### src/common/rvPkg.sv
package rvPkg;

    localparam int XLEN       = 32;
    localparam int RegNameW   = 5;
    localparam int QueueDepth = 8;
    localparam int QueuePtrW  = 3;    // Pointers wrap, so depth is 2**QueuePtrW

    localparam logic [XLEN-1:0] ResetPc = '0;

    // RV32I major opcodes
    localparam logic [6:0] OpLui    = 7'b0110111;
    localparam logic [6:0] OpAuipc  = 7'b0010111;
    localparam logic [6:0] OpJal    = 7'b1101111;
    localparam logic [6:0] OpJalr   = 7'b1100111;
    localparam logic [6:0] OpBranch = 7'b1100011;
    localparam logic [6:0] OpLoad   = 7'b0000011;
    localparam logic [6:0] OpStore  = 7'b0100011;
    localparam logic [6:0] OpImm    = 7'b0010011;
    localparam logic [6:0] OpReg    = 7'b0110011;

    typedef enum logic [5:0] {
        NOP,
        LUI, AUIPC,
        JAL, JALR,
        BEQ, BNE, BLT, BGE, BLTU, BGEU,
        LB, LH, LW, LBU, LHU,
        SB, SH, SW,
        ADDI, SLTI, SLTIU, XORI, ORI, ANDI,
        SLLI, SRLI, SRAI,
        ADD, SUB, SLL, SLT, SLTU,
        XOR, SRL, SRA, OR, AND
    } rvOpT;

    // Immediate formats used by both the fetch predictor and the decoder
    function automatic logic [XLEN-1:0] immU(input logic [XLEN-1:0] inst);
        return {inst[31:12], 12'b0};
    endfunction

    function automatic logic [XLEN-1:0] immJ(input logic [XLEN-1:0] inst);
        return {{12{inst[31]}}, inst[19:12], inst[20], inst[30:21], 1'b0};
    endfunction

    function automatic logic [XLEN-1:0] immB(input logic [XLEN-1:0] inst);
        return {{20{inst[31]}}, inst[7], inst[30:25], inst[11:8], 1'b0};
    endfunction

    function automatic logic [XLEN-1:0] immI(input logic [XLEN-1:0] inst);
        return {{21{inst[31]}}, inst[30:20]};
    endfunction

    function automatic logic [XLEN-1:0] immS(input logic [XLEN-1:0] inst);
        return {{21{inst[31]}}, inst[30:25], inst[11:7]};
    endfunction

endpackage

### src/rtl/fetch/fetchUnit.sv
`timescale 1ns/100ps

module fetchUnit import rvPkg::*; (
    input  logic            clk,
    input  logic            rst,
    input  logic            flush,
    input  logic [XLEN-1:0] flushPc,
    input  logic            memValid,
    input  logic [XLEN-1:0] memData,
    input  logic            almostFull,
    output logic            memReq,
    output logic [XLEN-1:0] memAddr,
    output logic            push,
    output logic [XLEN-1:0] pushInst,
    output logic [XLEN-1:0] pushPc,
    output logic            pushPd
);

    logic [XLEN-1:0] pc;
    logic            pending;
    logic            discard;
    logic            started;
    logic            respOk;
    logic [6:0]      opcode;
    logic [XLEN-1:0] jImm;
    logic [XLEN-1:0] bImm;
    logic            predTaken;
    logic [XLEN-1:0] predPc;

    assign opcode = memData[6:0];
    assign jImm   = immJ(memData);
    assign bImm   = immB(memData);
    assign respOk = memValid && !discard && !flush;    // Stale or flushed responses die here

    // Static prediction takes JAL and backward branches
    always_comb begin
        predTaken = 1'b0;
        predPc    = pc + XLEN'(4);
        if (opcode == OpJal) begin
            predTaken = 1'b1;
            predPc    = pc + jImm;
        end else if (opcode == OpBranch && bImm[XLEN-1]) begin
            predTaken = 1'b1;
            predPc    = pc + bImm;
        end
    end

    assign memAddr = pc;
    assign memReq  = started && !pending && !almostFull && !push && !flush;

    always_ff @(posedge clk) begin
        if (rst) begin
            pc      <= ResetPc;
            started <= 1'b0;
            pending <= 1'b0;
            discard <= 1'b0;
            push    <= 1'b0;
        end else begin
            started <= 1'b1;
            push    <= respOk;
            if (memReq) begin
                pending <= 1'b1;
            end else if (memValid) begin
                pending <= 1'b0;
            end
            if (memValid) begin
                discard <= 1'b0;
            end else if (flush && pending) begin
                discard <= 1'b1;    // Response still in flight
            end
            if (flush) begin
                pc <= flushPc;
            end else if (respOk) begin
                pc <= predPc;
            end
        end
    end

    always_ff @(posedge clk) begin
        if (respOk) begin
            pushInst <= memData;
            pushPc   <= pc;
            pushPd   <= predTaken;
        end
    end

    // Memory may only answer an outstanding request
    respOnlyWhenPending: assert property (@(posedge clk) disable iff (rst)
        memValid |-> pending)
        else $error("memValid without a pending request");

endmodule

### src/rtl/instQueue.sv
`timescale 1ns/100ps

module instQueue import rvPkg::*; (
    input  logic            clk,
    input  logic            rst,
    input  logic            flush,
    input  logic            push,
    input  logic [XLEN-1:0] pushInst,
    input  logic [XLEN-1:0] pushPc,
    input  logic            pushPd,
    input  logic            pop,
    output logic [XLEN-1:0] headInst,
    output logic [XLEN-1:0] headPc,
    output logic            headPd,
    output logic            empty,
    output logic            almostFull
);

    logic [XLEN-1:0]      instMem [QueueDepth];
    logic [XLEN-1:0]      pcMem   [QueueDepth];
    logic                 pdMem   [QueueDepth];
    logic [QueuePtrW-1:0] wrPtr;
    logic [QueuePtrW-1:0] rdPtr;
    logic [QueuePtrW:0]   count;

    assign headInst   = instMem[rdPtr];
    assign headPc     = pcMem[rdPtr];
    assign headPd     = pdMem[rdPtr];
    assign empty      = (count == '0);
    assign almostFull = (count >= (QueuePtrW+1)'(QueueDepth - 1));    // One slot or less

    always_ff @(posedge clk) begin
        if (rst || flush) begin
            wrPtr <= '0;
            rdPtr <= '0;
            count <= '0;
        end else begin
            if (push) begin
                wrPtr <= wrPtr + 1'b1;
            end
            if (pop) begin
                rdPtr <= rdPtr + 1'b1;
            end
            case ({push, pop})
                2'b10:   count <= count + 1'b1;
                2'b01:   count <= count - 1'b1;
                default: count <= count;
            endcase
        end
    end

    always_ff @(posedge clk) begin
        if (push && !flush) begin
            instMem[wrPtr] <= pushInst;
            pcMem[wrPtr]   <= pushPc;
            pdMem[wrPtr]   <= pushPd;
        end
    end

    noPushWhenFull: assert property (@(posedge clk) disable iff (rst || flush)
        push |-> count != (QueuePtrW+1)'(QueueDepth))
        else $error("Push into a full queue");

    noPopWhenEmpty: assert property (@(posedge clk) disable iff (rst || flush)
        pop |-> !empty)
        else $error("Pop from an empty queue");

endmodule

### src/rtl/decode/instDecoder.sv
`timescale 1ns/100ps

module instDecoder import rvPkg::*; (
    input  logic                clk,
    input  logic                rst,
    input  logic                rdy,
    input  logic                flush,
    input  logic [XLEN-1:0]     headInst,
    input  logic [XLEN-1:0]     headPc,
    input  logic                headPd,
    input  logic                empty,
    output logic                pop,
    output logic                decEn,
    output logic [RegNameW-1:0] rs1,
    output logic [RegNameW-1:0] rs2,
    output logic [RegNameW-1:0] rd,
    output rvOpT                op,
    output logic [XLEN-1:0]     pc,
    output logic [XLEN-1:0]     imm,
    output logic                pd
);

    logic [6:0]      opcode;
    logic [2:0]      funct3;
    logic [3:0]      funct;
    logic [XLEN-1:0] decImm;
    rvOpT            decOp;

    assign opcode = headInst[6:0];
    assign funct3 = headInst[14:12];
    assign funct  = {headInst[30], funct3};    // Bit 30 splits ADD/SUB and SRL/SRA

    assign pop = rdy && !empty && !flush;

    always_comb begin
        case (opcode)
            OpLui, OpAuipc:         decImm = immU(headInst);
            OpJal:                  decImm = immJ(headInst);
            OpBranch:               decImm = immB(headInst);
            OpJalr, OpLoad, OpImm:  decImm = immI(headInst);
            OpStore:                decImm = immS(headInst);
            default:                decImm = '0;
        endcase
    end

    always_comb begin
        decOp = NOP;
        case (opcode)
            OpLui:   decOp = LUI;
            OpAuipc: decOp = AUIPC;
            OpJal:   decOp = JAL;
            OpJalr:  decOp = JALR;
            OpBranch: begin
                case (funct3)
                    3'b000:  decOp = BEQ;
                    3'b001:  decOp = BNE;
                    3'b100:  decOp = BLT;
                    3'b101:  decOp = BGE;
                    3'b110:  decOp = BLTU;
                    3'b111:  decOp = BGEU;
                    default: decOp = NOP;
                endcase
            end
            OpLoad: begin
                case (funct3)
                    3'b000:  decOp = LB;
                    3'b001:  decOp = LH;
                    3'b010:  decOp = LW;
                    3'b100:  decOp = LBU;
                    3'b101:  decOp = LHU;
                    default: decOp = NOP;
                endcase
            end
            OpStore: begin
                case (funct3)
                    3'b000:  decOp = SB;
                    3'b001:  decOp = SH;
                    3'b010:  decOp = SW;
                    default: decOp = NOP;
                endcase
            end
            OpImm: begin
                // Bit 30 is immediate data except for shifts
                case (funct3)
                    3'b000:  decOp = ADDI;
                    3'b010:  decOp = SLTI;
                    3'b011:  decOp = SLTIU;
                    3'b100:  decOp = XORI;
                    3'b110:  decOp = ORI;
                    3'b111:  decOp = ANDI;
                    3'b001:  decOp = SLLI;
                    default: decOp = headInst[30] ? SRAI : SRLI;
                endcase
            end
            OpReg: begin
                case (funct)
                    4'b0000: decOp = ADD;
                    4'b1000: decOp = SUB;
                    4'b0001: decOp = SLL;
                    4'b0010: decOp = SLT;
                    4'b0011: decOp = SLTU;
                    4'b0100: decOp = XOR;
                    4'b0101: decOp = SRL;
                    4'b1101: decOp = SRA;
                    4'b0110: decOp = OR;
                    4'b0111: decOp = AND;
                    default: decOp = NOP;
                endcase
            end
            default: decOp = NOP;
        endcase
    end

    always_ff @(posedge clk) begin
        if (rst) begin
            decEn <= 1'b0;
        end else begin
            decEn <= pop;
        end
    end

    always_ff @(posedge clk) begin
        if (pop) begin
            rs1 <= headInst[19:15];
            rs2 <= headInst[24:20];
            rd  <= headInst[11:7];
            op  <= decOp;
            pc  <= headPc;
            imm <= decImm;
            pd  <= headPd;
        end
    end

endmodule

### src/rtl/frontEnd.sv
`timescale 1ns/100ps

module frontEnd import rvPkg::*; (
    input  logic                clk,
    input  logic                rst,
    input  logic                rdy,
    input  logic                flush,
    input  logic [XLEN-1:0]     flushPc,
    input  logic                memValid,
    input  logic [XLEN-1:0]     memData,
    output logic                memReq,
    output logic [XLEN-1:0]     memAddr,
    output logic                decEn,
    output logic [RegNameW-1:0] rs1,
    output logic [RegNameW-1:0] rs2,
    output logic [RegNameW-1:0] rd,
    output rvOpT                op,
    output logic [XLEN-1:0]     pc,
    output logic [XLEN-1:0]     imm,
    output logic                pd
);

    logic            push;
    logic [XLEN-1:0] pushInst;
    logic [XLEN-1:0] pushPc;
    logic            pushPd;
    logic            almostFull;
    logic            pop;
    logic [XLEN-1:0] headInst;
    logic [XLEN-1:0] headPc;
    logic            headPd;
    logic            empty;

    fetchUnit fetchUnit_inst (
        .clk        (clk),
        .rst        (rst),
        .flush      (flush),
        .flushPc    (flushPc),
        .memValid   (memValid),
        .memData    (memData),
        .almostFull (almostFull),
        .memReq     (memReq),
        .memAddr    (memAddr),
        .push       (push),
        .pushInst   (pushInst),
        .pushPc     (pushPc),
        .pushPd     (pushPd)
    );

    instQueue instQueue_inst (
        .clk        (clk),
        .rst        (rst),
        .flush      (flush),
        .push       (push),
        .pushInst   (pushInst),
        .pushPc     (pushPc),
        .pushPd     (pushPd),
        .pop        (pop),
        .headInst   (headInst),
        .headPc     (headPc),
        .headPd     (headPd),
        .empty      (empty),
        .almostFull (almostFull)
    );

    instDecoder instDecoder_inst (
        .clk      (clk),
        .rst      (rst),
        .rdy      (rdy),
        .flush    (flush),
        .headInst (headInst),
        .headPc   (headPc),
        .headPd   (headPd),
        .empty    (empty),
        .pop      (pop),
        .decEn    (decEn),
        .rs1      (rs1),
        .rs2      (rs2),
        .rd       (rd),
        .op       (op),
        .pc       (pc),
        .imm      (imm),
        .pd       (pd)
    );

endmodule

### config.mk
export PLATFORM = sky130hd
export DESIGN_NAME = frontEnd
export DESIGN_NICKNAME = d
export VERILOG_FILES = /design/src/common/rvPkg.sv /design/src/rtl/fetch/fetchUnit.sv /design/src/rtl/instQueue.sv /design/src/rtl/decode/instDecoder.sv /design/src/rtl/frontEnd.sv
export SDC_FILE = /design/constraint.sdc
export NUM_CORES = 1
export LEC_CHECK = 0
export ABC_CLOCK_PERIOD_IN_PS = 10600
export BUFFER_PORTS_ARGS = -buffer_cell sky130_fd_sc_hd__buf_2
export CAP_MARGIN = 15
export CORE_MARGIN = 1
export CORE_UTILIZATION = 35
export CTS_CLUSTER_DIAMETER = 200
export CTS_CLUSTER_SIZE = 28
export DETAILED_ROUTE_END_ITERATION = 8
export GPL_ROUTABILITY_DRIVEN = 0
export PLACE_DENSITY = 0.6
export SYNTH_ARGS = -nofsm -noshare
export SYNTH_HDL_FRONTEND = slang
export SYNTH_HIERARCHICAL = 1
export SYNTH_SLANG_ARGS = --single-unit
### constraint.sdc
create_clock -name clk -period 10.6 [get_ports clk]
set_input_delay 0.53 -clock clk [delete_from_list [all_inputs] [get_ports clk]]
set_output_delay 0.53 -clock clk [all_outputs]
set_load 0.1 [all_outputs]
== Word-level counts from Yosys, hierarchy flattened ==
Memories as Yosys holds them, arrays and structs flattened. A register that Yosys moved wholly into a read port is not among the register bits.
Cells that the tools add are included.
Word-level totals
  flip-flop bits (word level): 165
  memory bits (read-only): 96
  memories: 4
  output and inout port bits: 120
  input port bits: 69
  memory bits (writable): 520
  logic and storage cells: 95
Cells by class
  eq/ne operators: 20
  reductions and logical operators: 26
  magnitude comparators: 1
  muxes and demuxes: 20
  add/sub/neg operators: 7
Memories
  instQueue_inst.instMem: depth 8, width 32, rd ports 1, clocked after Yosys merged registers in 1, wr ports 1, RTL line instQueue.sv:19  | logic [XLEN-1:0] instMem [QueueDepth];
  instQueue_inst.pcMem: depth 8, width 32, rd ports 1, clocked after Yosys merged registers in 1, wr ports 1, RTL line instQueue.sv:20  | logic [XLEN-1:0] pcMem [QueueDepth];
  (no name shown): depth 16, width 6, rd ports 1, clocked after Yosys merged registers in 0, wr ports 0, RTL line instDecoder.sv:96  | case (funct)
  instQueue_inst.pdMem: depth 8, width 1, rd ports 1, clocked after Yosys merged registers in 1, wr ports 1, RTL line instQueue.sv:21  | logic pdMem [QueueDepth];
Operators with widths (count)
  $pmux W32 S5: 1
  $mux W32: 4
  $add A32 B32 Y32: 2
  $pmux W6 S9: 1
  $pmux W6 S7: 1
  $eq A7 B7 Y1 const B: 5
  $add A32 B3 Y32 const B: 1
  $pmux W4 S6: 1
  $eq A7 B6 Y1 const B: 3
  $pmux W4 S5: 1
  $pmux W5 S3: 1
  $eq A7 B5 Y1 const B: 2
  $eq A3 B3 Y1 const B: 4
  $logic_and A1 B1 Y1: 11
  $pmux W4 S2: 1
  $eq A7 B2 Y1 const B: 1
  $mux W1: 7
  $add A3 B1 Y3 const B: 2
  $eq A3 B2 Y1 const B: 2
  $logic_not A1 Y1: 6
  $mux W3: 2
  $reduce_bool A2 Y1: 3
  $add A4 B1 Y4 const B: 1
  $ge A4 B3 Y1 const B: 1
  other kinds (9): 10

== Logic depth before layout (Yosys ltp) ==
  word-level depth: 6
  gate-level depth with buffers: 13
  mapped depth without buffers: 12

== Hierarchy ==
The synthesis kept the hierarchy.
By module, submodules not included
  instQueue: sequential area each 15875.2 um^2, times used 1, cells each 825, area an instance 20141.8 um^2
  fetchUnit: sequential area each 2672.6 um^2, times used 1, cells each 851, area an instance 7438.4 um^2
  instDecoder: sequential area each 2602.5 um^2, times used 1, cells each 245, area an instance 3656.0 um^2

== Worst setup path before layout ==
No wires, ideal clock.
  path kind: reg-to-reg
  start point: reg instQueue_inst.count[1]
  end point: reg instQueue_inst.count[2]
  stages on the path, launching flop included: 11
  period minus slack after synthesis: 9.307 ns
  buffers on the path: 1
  setup time: 0.071 ns
  path slack: 1.293 ns
  data arrival time: 9.236 ns
  required time: 10.529 ns
  cells stage by stage: dfxtp_1 -> clkbuf_1 -> nor4_1 -> nor3b_1 -> ha_1 -> xor2_1 -> ha_1 -> a21oi_1 -> xor2_1 -> or3_1 -> a21oi_1
On the way
  word-level cells in the longest chain between the ends: 6
  elaborated cells on any way between the ends: 10
  classes of those cells: add/sub (2); eq/ne (2); mux (1); reduce/logical (5)
RTL lines
  from (decl): RTL line instQueue.sv:24  | logic [QueuePtrW:0] count;
  from (signal assigned): RTL line instQueue.sv:45  | 2'b10: count <= count + 1'b1;
  from (signal assigned): RTL line instQueue.sv:46  | 2'b01: count <= count - 1'b1;
  from (signal assigned): RTL line instQueue.sv:47  | default: count <= count;
  $logic_not A4 Y1 (*): RTL line instQueue.sv:29  | assign empty = (count == '0);
  net empty: RTL line frontEnd.sv:32  | logic empty;
  $logic_not A1 Y1 (*): RTL line instDecoder.sv:33  | assign pop = rdy && !empty && !flush;
  $logic_and A1 B1 Y1 (*) (2 in a row): RTL line instDecoder.sv:33
  net pop: RTL line frontEnd.sv:28  | logic pop;
  $eq A2 B1 Y1 / $eq A2 B2 Y1 (equally long branches): RTL line instQueue.sv:44  | case ({push, pop})
  $pmux W4 S2 / $reduce_bool A2 Y1 (equally long branches)
Mark *: on every way through the listed nets, which the timed path passes. The rest lies on a longest branch.
A chain may end at the register's enable or synchronous reset.

==> flow_metrics.env <==
export IMPL_finalCritPeriodShare_pct=39.99
export IMPL_cts_clk_slew_worst_paths_ns=0.11
export IMPL_drt_vias_per_instance=5.469
export IMPL_postRouteWirelength_um=79460
export IMPL_cts_made_buffers=29
export IMPL_num_nets_final=2200
export IMPL_maxCapViolCount=0
export IMPL_worstSetupPathType="flop to flop"
export IMPL_postSynth_asyncResetShare_pct=0
export IMPL_netlist_area_um2=31240
export IMPL_cts_root_buf="sky130_fd_sc_hd__clkbuf_16"
export IMPL_residual_antenna_violating_net_count_after_detailed_routing=0
export IMPL_synth_top_family_by_area="multiplexers"
export IMPL_synth_cell_type_count=87
export IMPL_synth_compound_area_share_pct=7.691
export IMPL_post_route_cell_area_um2=34330
export IMPL_final_setup_tns_ns=0
export IMPL_final_min_clock_period_ns=4.239
export IMPL_vias_in_the_first_global_route=17470
export IMPL_cp_cell_sequence="buf_4 > buf_4 > mux4_2 > mux2_2 > nor3_1 > a21oi_1 > or3_1 > nand4_1 > nand4_1"
export IMPL_first_pass_grt_wire_length_um=115500
export IMPL_syn_area_per_cell_um2=16.26
export IMPL_simple_gate_share_of_the_synthesized_area_pct=6.233
export IMPL_synth_xor_area_share_pct=1.823
export IMPL_reg_to_reg_endpoint="instDecoder_inst/op[0]"
export IMPL_worst_stage_delay_on_the_critical_path_ns=0.79
export IMPL_die_height_um=300.7
export IMPL_cp_data_arrival_time_ns=4.59
export IMPL_drt_pre_antenna_iters=5
export IMPL_multi_input_area_um2=9565
export IMPL_placement_setup_worst_slack_ns=6.345
export IMPL_cts_htree_levels=1
export IMPL_worst_hold_launch="memData[4]"
export IMPL_globalRouteOverflowTotal=0
export IMPL_die_x_um=300.7
export IMPL_start_util_pct=35.35
export IMPL_coreArea_um2=88370
export IMPL_cts_root_to_sink_buffers=3
export IMPL_seq_area_frac_synth_pct=67.71
export IMPL_min_path_type="primary input to flop"
export IMPL_fmax_ghz=0.2359
export IMPL_io_port_bufs=188
export IMPL_routedWlPerCell_um=24.33
export IMPL_detail_route_iter0_violations=1748
export IMPL_synth_ff_type="sky130_fd_sc_hd__edfxtp_1"
export IMPL_synth_net_count=2046
export IMPL_startpoint_type="flop"
export IMPL_status="finished, final reports clean"
export IMPL_fill_cell_total_of_the_finished_layout=8122
export IMPL_final_hold_violation_count=0
export IMPL_tightest_slew_ns=1.095
export IMPL_area_growth_pct=9.890
export IMPL_die_area_um2=90440
export IMPL_postPlaceCellArea_um2=33490
export IMPL_post_route_worst_setup_slack_ns=6.361
export IMPL_worst_slew_margin_rel_pct=26.83
export IMPL_flip_flop_and_latch_count_after_synthesis=721
export IMPL_hold_path_end="fetchUnit_inst/pushInst[4]"
export IMPL_worstRegToRegCells=9
export IMPL_worst_r2r_setup_slack_ns=6.36
export IMPL_globalRouteTotalUtil_pct=17.20
export IMPL_critPathMaxFanout=47
export IMPL_timing_clock_skew_ns=0.01514
export IMPL_ioPinCount=189
export IMPL_antenna_found_initial=11
export IMPL_timing_final_setup_violations=0
export IMPL_cts_tree="built"
export IMPL_worstSetupEndpointType="flop"
export IMPL_maxSlewViolCount=0
export IMPL_drive_above_1_share_pct=24.02
export IMPL_insertion_delay_ns=0.63
export IMPL_core_rowCount=109
export IMPL_most_common_layout_cells="sky130_fd_sc_hd__edfxtp_1 (671), sky130_fd_sc_hd__buf_2 (188), sky130_fd_sc_hd__mux4_2 (131)"
export IMPL_synthCells=1921
export IMPL_post_cts_repair_setup_buffers=0
export IMPL_leakage_nw=11.12
export IMPL_combined_flip_flop_and_latch_cell_area_um2=21160
export IMPL_power_per_cell_area_nw_per_um2=143.6
export IMPL_grt_setup_unrepaired="no"
export IMPL_route_vias_total=17860
export IMPL_final_common_cell="sky130_fd_sc_hd__edfxtp_1"
export IMPL_clkSinkCount=721
export IMPL_post_synth_fa_ha_maj_area_fraction_pct=2.291
export IMPL_route_detailed_drc=0
export IMPL_peakVddDrop_mv=0.1447
export IMPL_number_of_instances_resized_during_post_cts_repair=0
export IMPL_synth_edff_count=671
export IMPL_ctsHoldBuffers=0
export IMPL_pin_count_of_the_biggest_net_entering_global_routing=102
export IMPL_slowest_stage="sky130_fd_sc_hd__dfxtp_4"
export IMPL_worstPathRequired_ns=10.96
export IMPL_place_detailed_hpwl_um=50940
export IMPL_yosysWarningCount=6
export IMPL_post_synth_mux_area_share_pct=12.34
export IMPL_hold_crit_depth=1
## per-stage QoR
step | instances | total power, mW | hold slack [ns] | utilization [%]
final | 3266 | 4.929 | 0.09571 | 38.84
after global routing | 3263 | 5.079 | 0.06725 | 38.83
after CTS | 3263 | 4.960 | 0.04918 | 38.83
after detailed placement | 3209 | 3.628 | 0.4877 | 37.89
after global placement | 3208 | 3.620 | 0.4718 | 37.87
after floorplan | 1921 | 3.504 | 0.4557 | -
## final cells by class
| class | instances | share of cell area, % |
|---|---|---|
| Timing Repair Buffer | 219 | 3.492 |
| Inverter | 28 | 0.3062 |
| Clock inverter | 2 | 0.05103 |
| Multi-Input combinational cell | 1076 | 27.87 |
| Tap cell | 1165 | 4.247 |
| Sequential cell | 721 | 61.65 |
| Clock buffer | 52 | 2.366 |
| Antenna cell | 3 | 0.02187 |
## Yosys cell counts (all sizes together), types with 7 or more instances
library cell	n	area share (%)
mux4	131	9.4
nor2b	11	0.22
ha	54	2.2
nand4	16	0.32
a21oi	105	1.7
mux2i	16	0.51
nand2	88	1.1
xnor2	32	0.90
o221ai	10	0.28
buf	40	0.91
nand2b	18	0.41
mux2	66	2.4
nor3	35	0.64
o211ai	11	0.26
a21o	39	0.94
inv	28	0.34
a221oi	8	0.26
dfxtp	50	3.2
edfxtp	671	65
nor4	11	0.27
a211oi	17	0.51
o22ai	15	0.30
nor3b	8	0.19
o21a	7	0.19
o21ai	70	1.1
xor2	33	0.93
o21bai	11	0.28
clkbuf	56	0.67
nand3	32	0.51
or3	9	0.18
or2	7	0.14
nor2	123	1.5
a31oi	13	0.26
## worst max-delay path by stage
stage                                  from                       end  slack [ns]
floorplan           instQueue_inst/count[1]   instQueue_inst/count[2]        1.29
global placement                       flop    instDecoder_inst/op[0]        6.32
detailed placement                     flop    instDecoder_inst/op[0]        6.34
CTS                                    flop    instDecoder_inst/op[0]        6.35
global route                           flop  instDecoder_inst/imm[17]        6.10
finish                                 flop    instDecoder_inst/op[0]        6.36
## power by group
part           leakage [nW]  internal [mW]  switching [mW]  total, mW
clock                 0.394          0.528           0.831       1.36
sequential             6.46           3.12          0.0500       3.17
combinational          4.26          0.119           0.276      0.395
total                  11.1           3.77            1.16       4.93
## worst max-delay path, delay by kind of cell, from the launching register on
kind / cells / cell delay, ns
simple gates: 4 / 0.86
mux: 2 / 0.89
flops: 1 / 0.79
compound gates: 1 / 0.06
buf+inv: 2 / 1.30
## flip-flops by register name (all words and copies together) (netlist names), 4 cells and up, named ones only
signal / cells
instQueue_inst/pdMem: 8
instDecoder_inst/imm: 32
instDecoder_inst/rs1: 5
instDecoder_inst/rd: 5
instQueue_inst/count: 4
fetchUnit_inst/memAddr: 32
instDecoder_inst/op: 6
instQueue_inst/instMem: 256
instDecoder_inst/rs2: 5
fetchUnit_inst/pushPc: 32
fetchUnit_inst/pushInst: 32
instQueue_inst/pcMem: 256
instDecoder_inst/pc: 32
## layer usage
layer	wire length [um]	track usage (%)	up-vias	part of all wire (%)
met2	37650	28.25	760	47
met1	34500	24.41	9103	43
met3	5789	2.511	86	7.3
met5	0	0	-	0
li1	-	-	7914	-
met4	1520	3.215	0	1.9
## kinds of logic (layout without fill, tap and decap cells)
kind of cell / count (synthesis) / after routing
DFF: 721 / 721
and+or+nand+nor: 388 / 388
AOI/OAI and AO/OA: 354 / 354
muxes: 213 / 213
buffers and inverters: 124 / 301
xor gates and xnor gates: 65 / 65
adders and majority gates: 56 / 56
other: 0 / 3
Power figures use the tool's default switching activity.
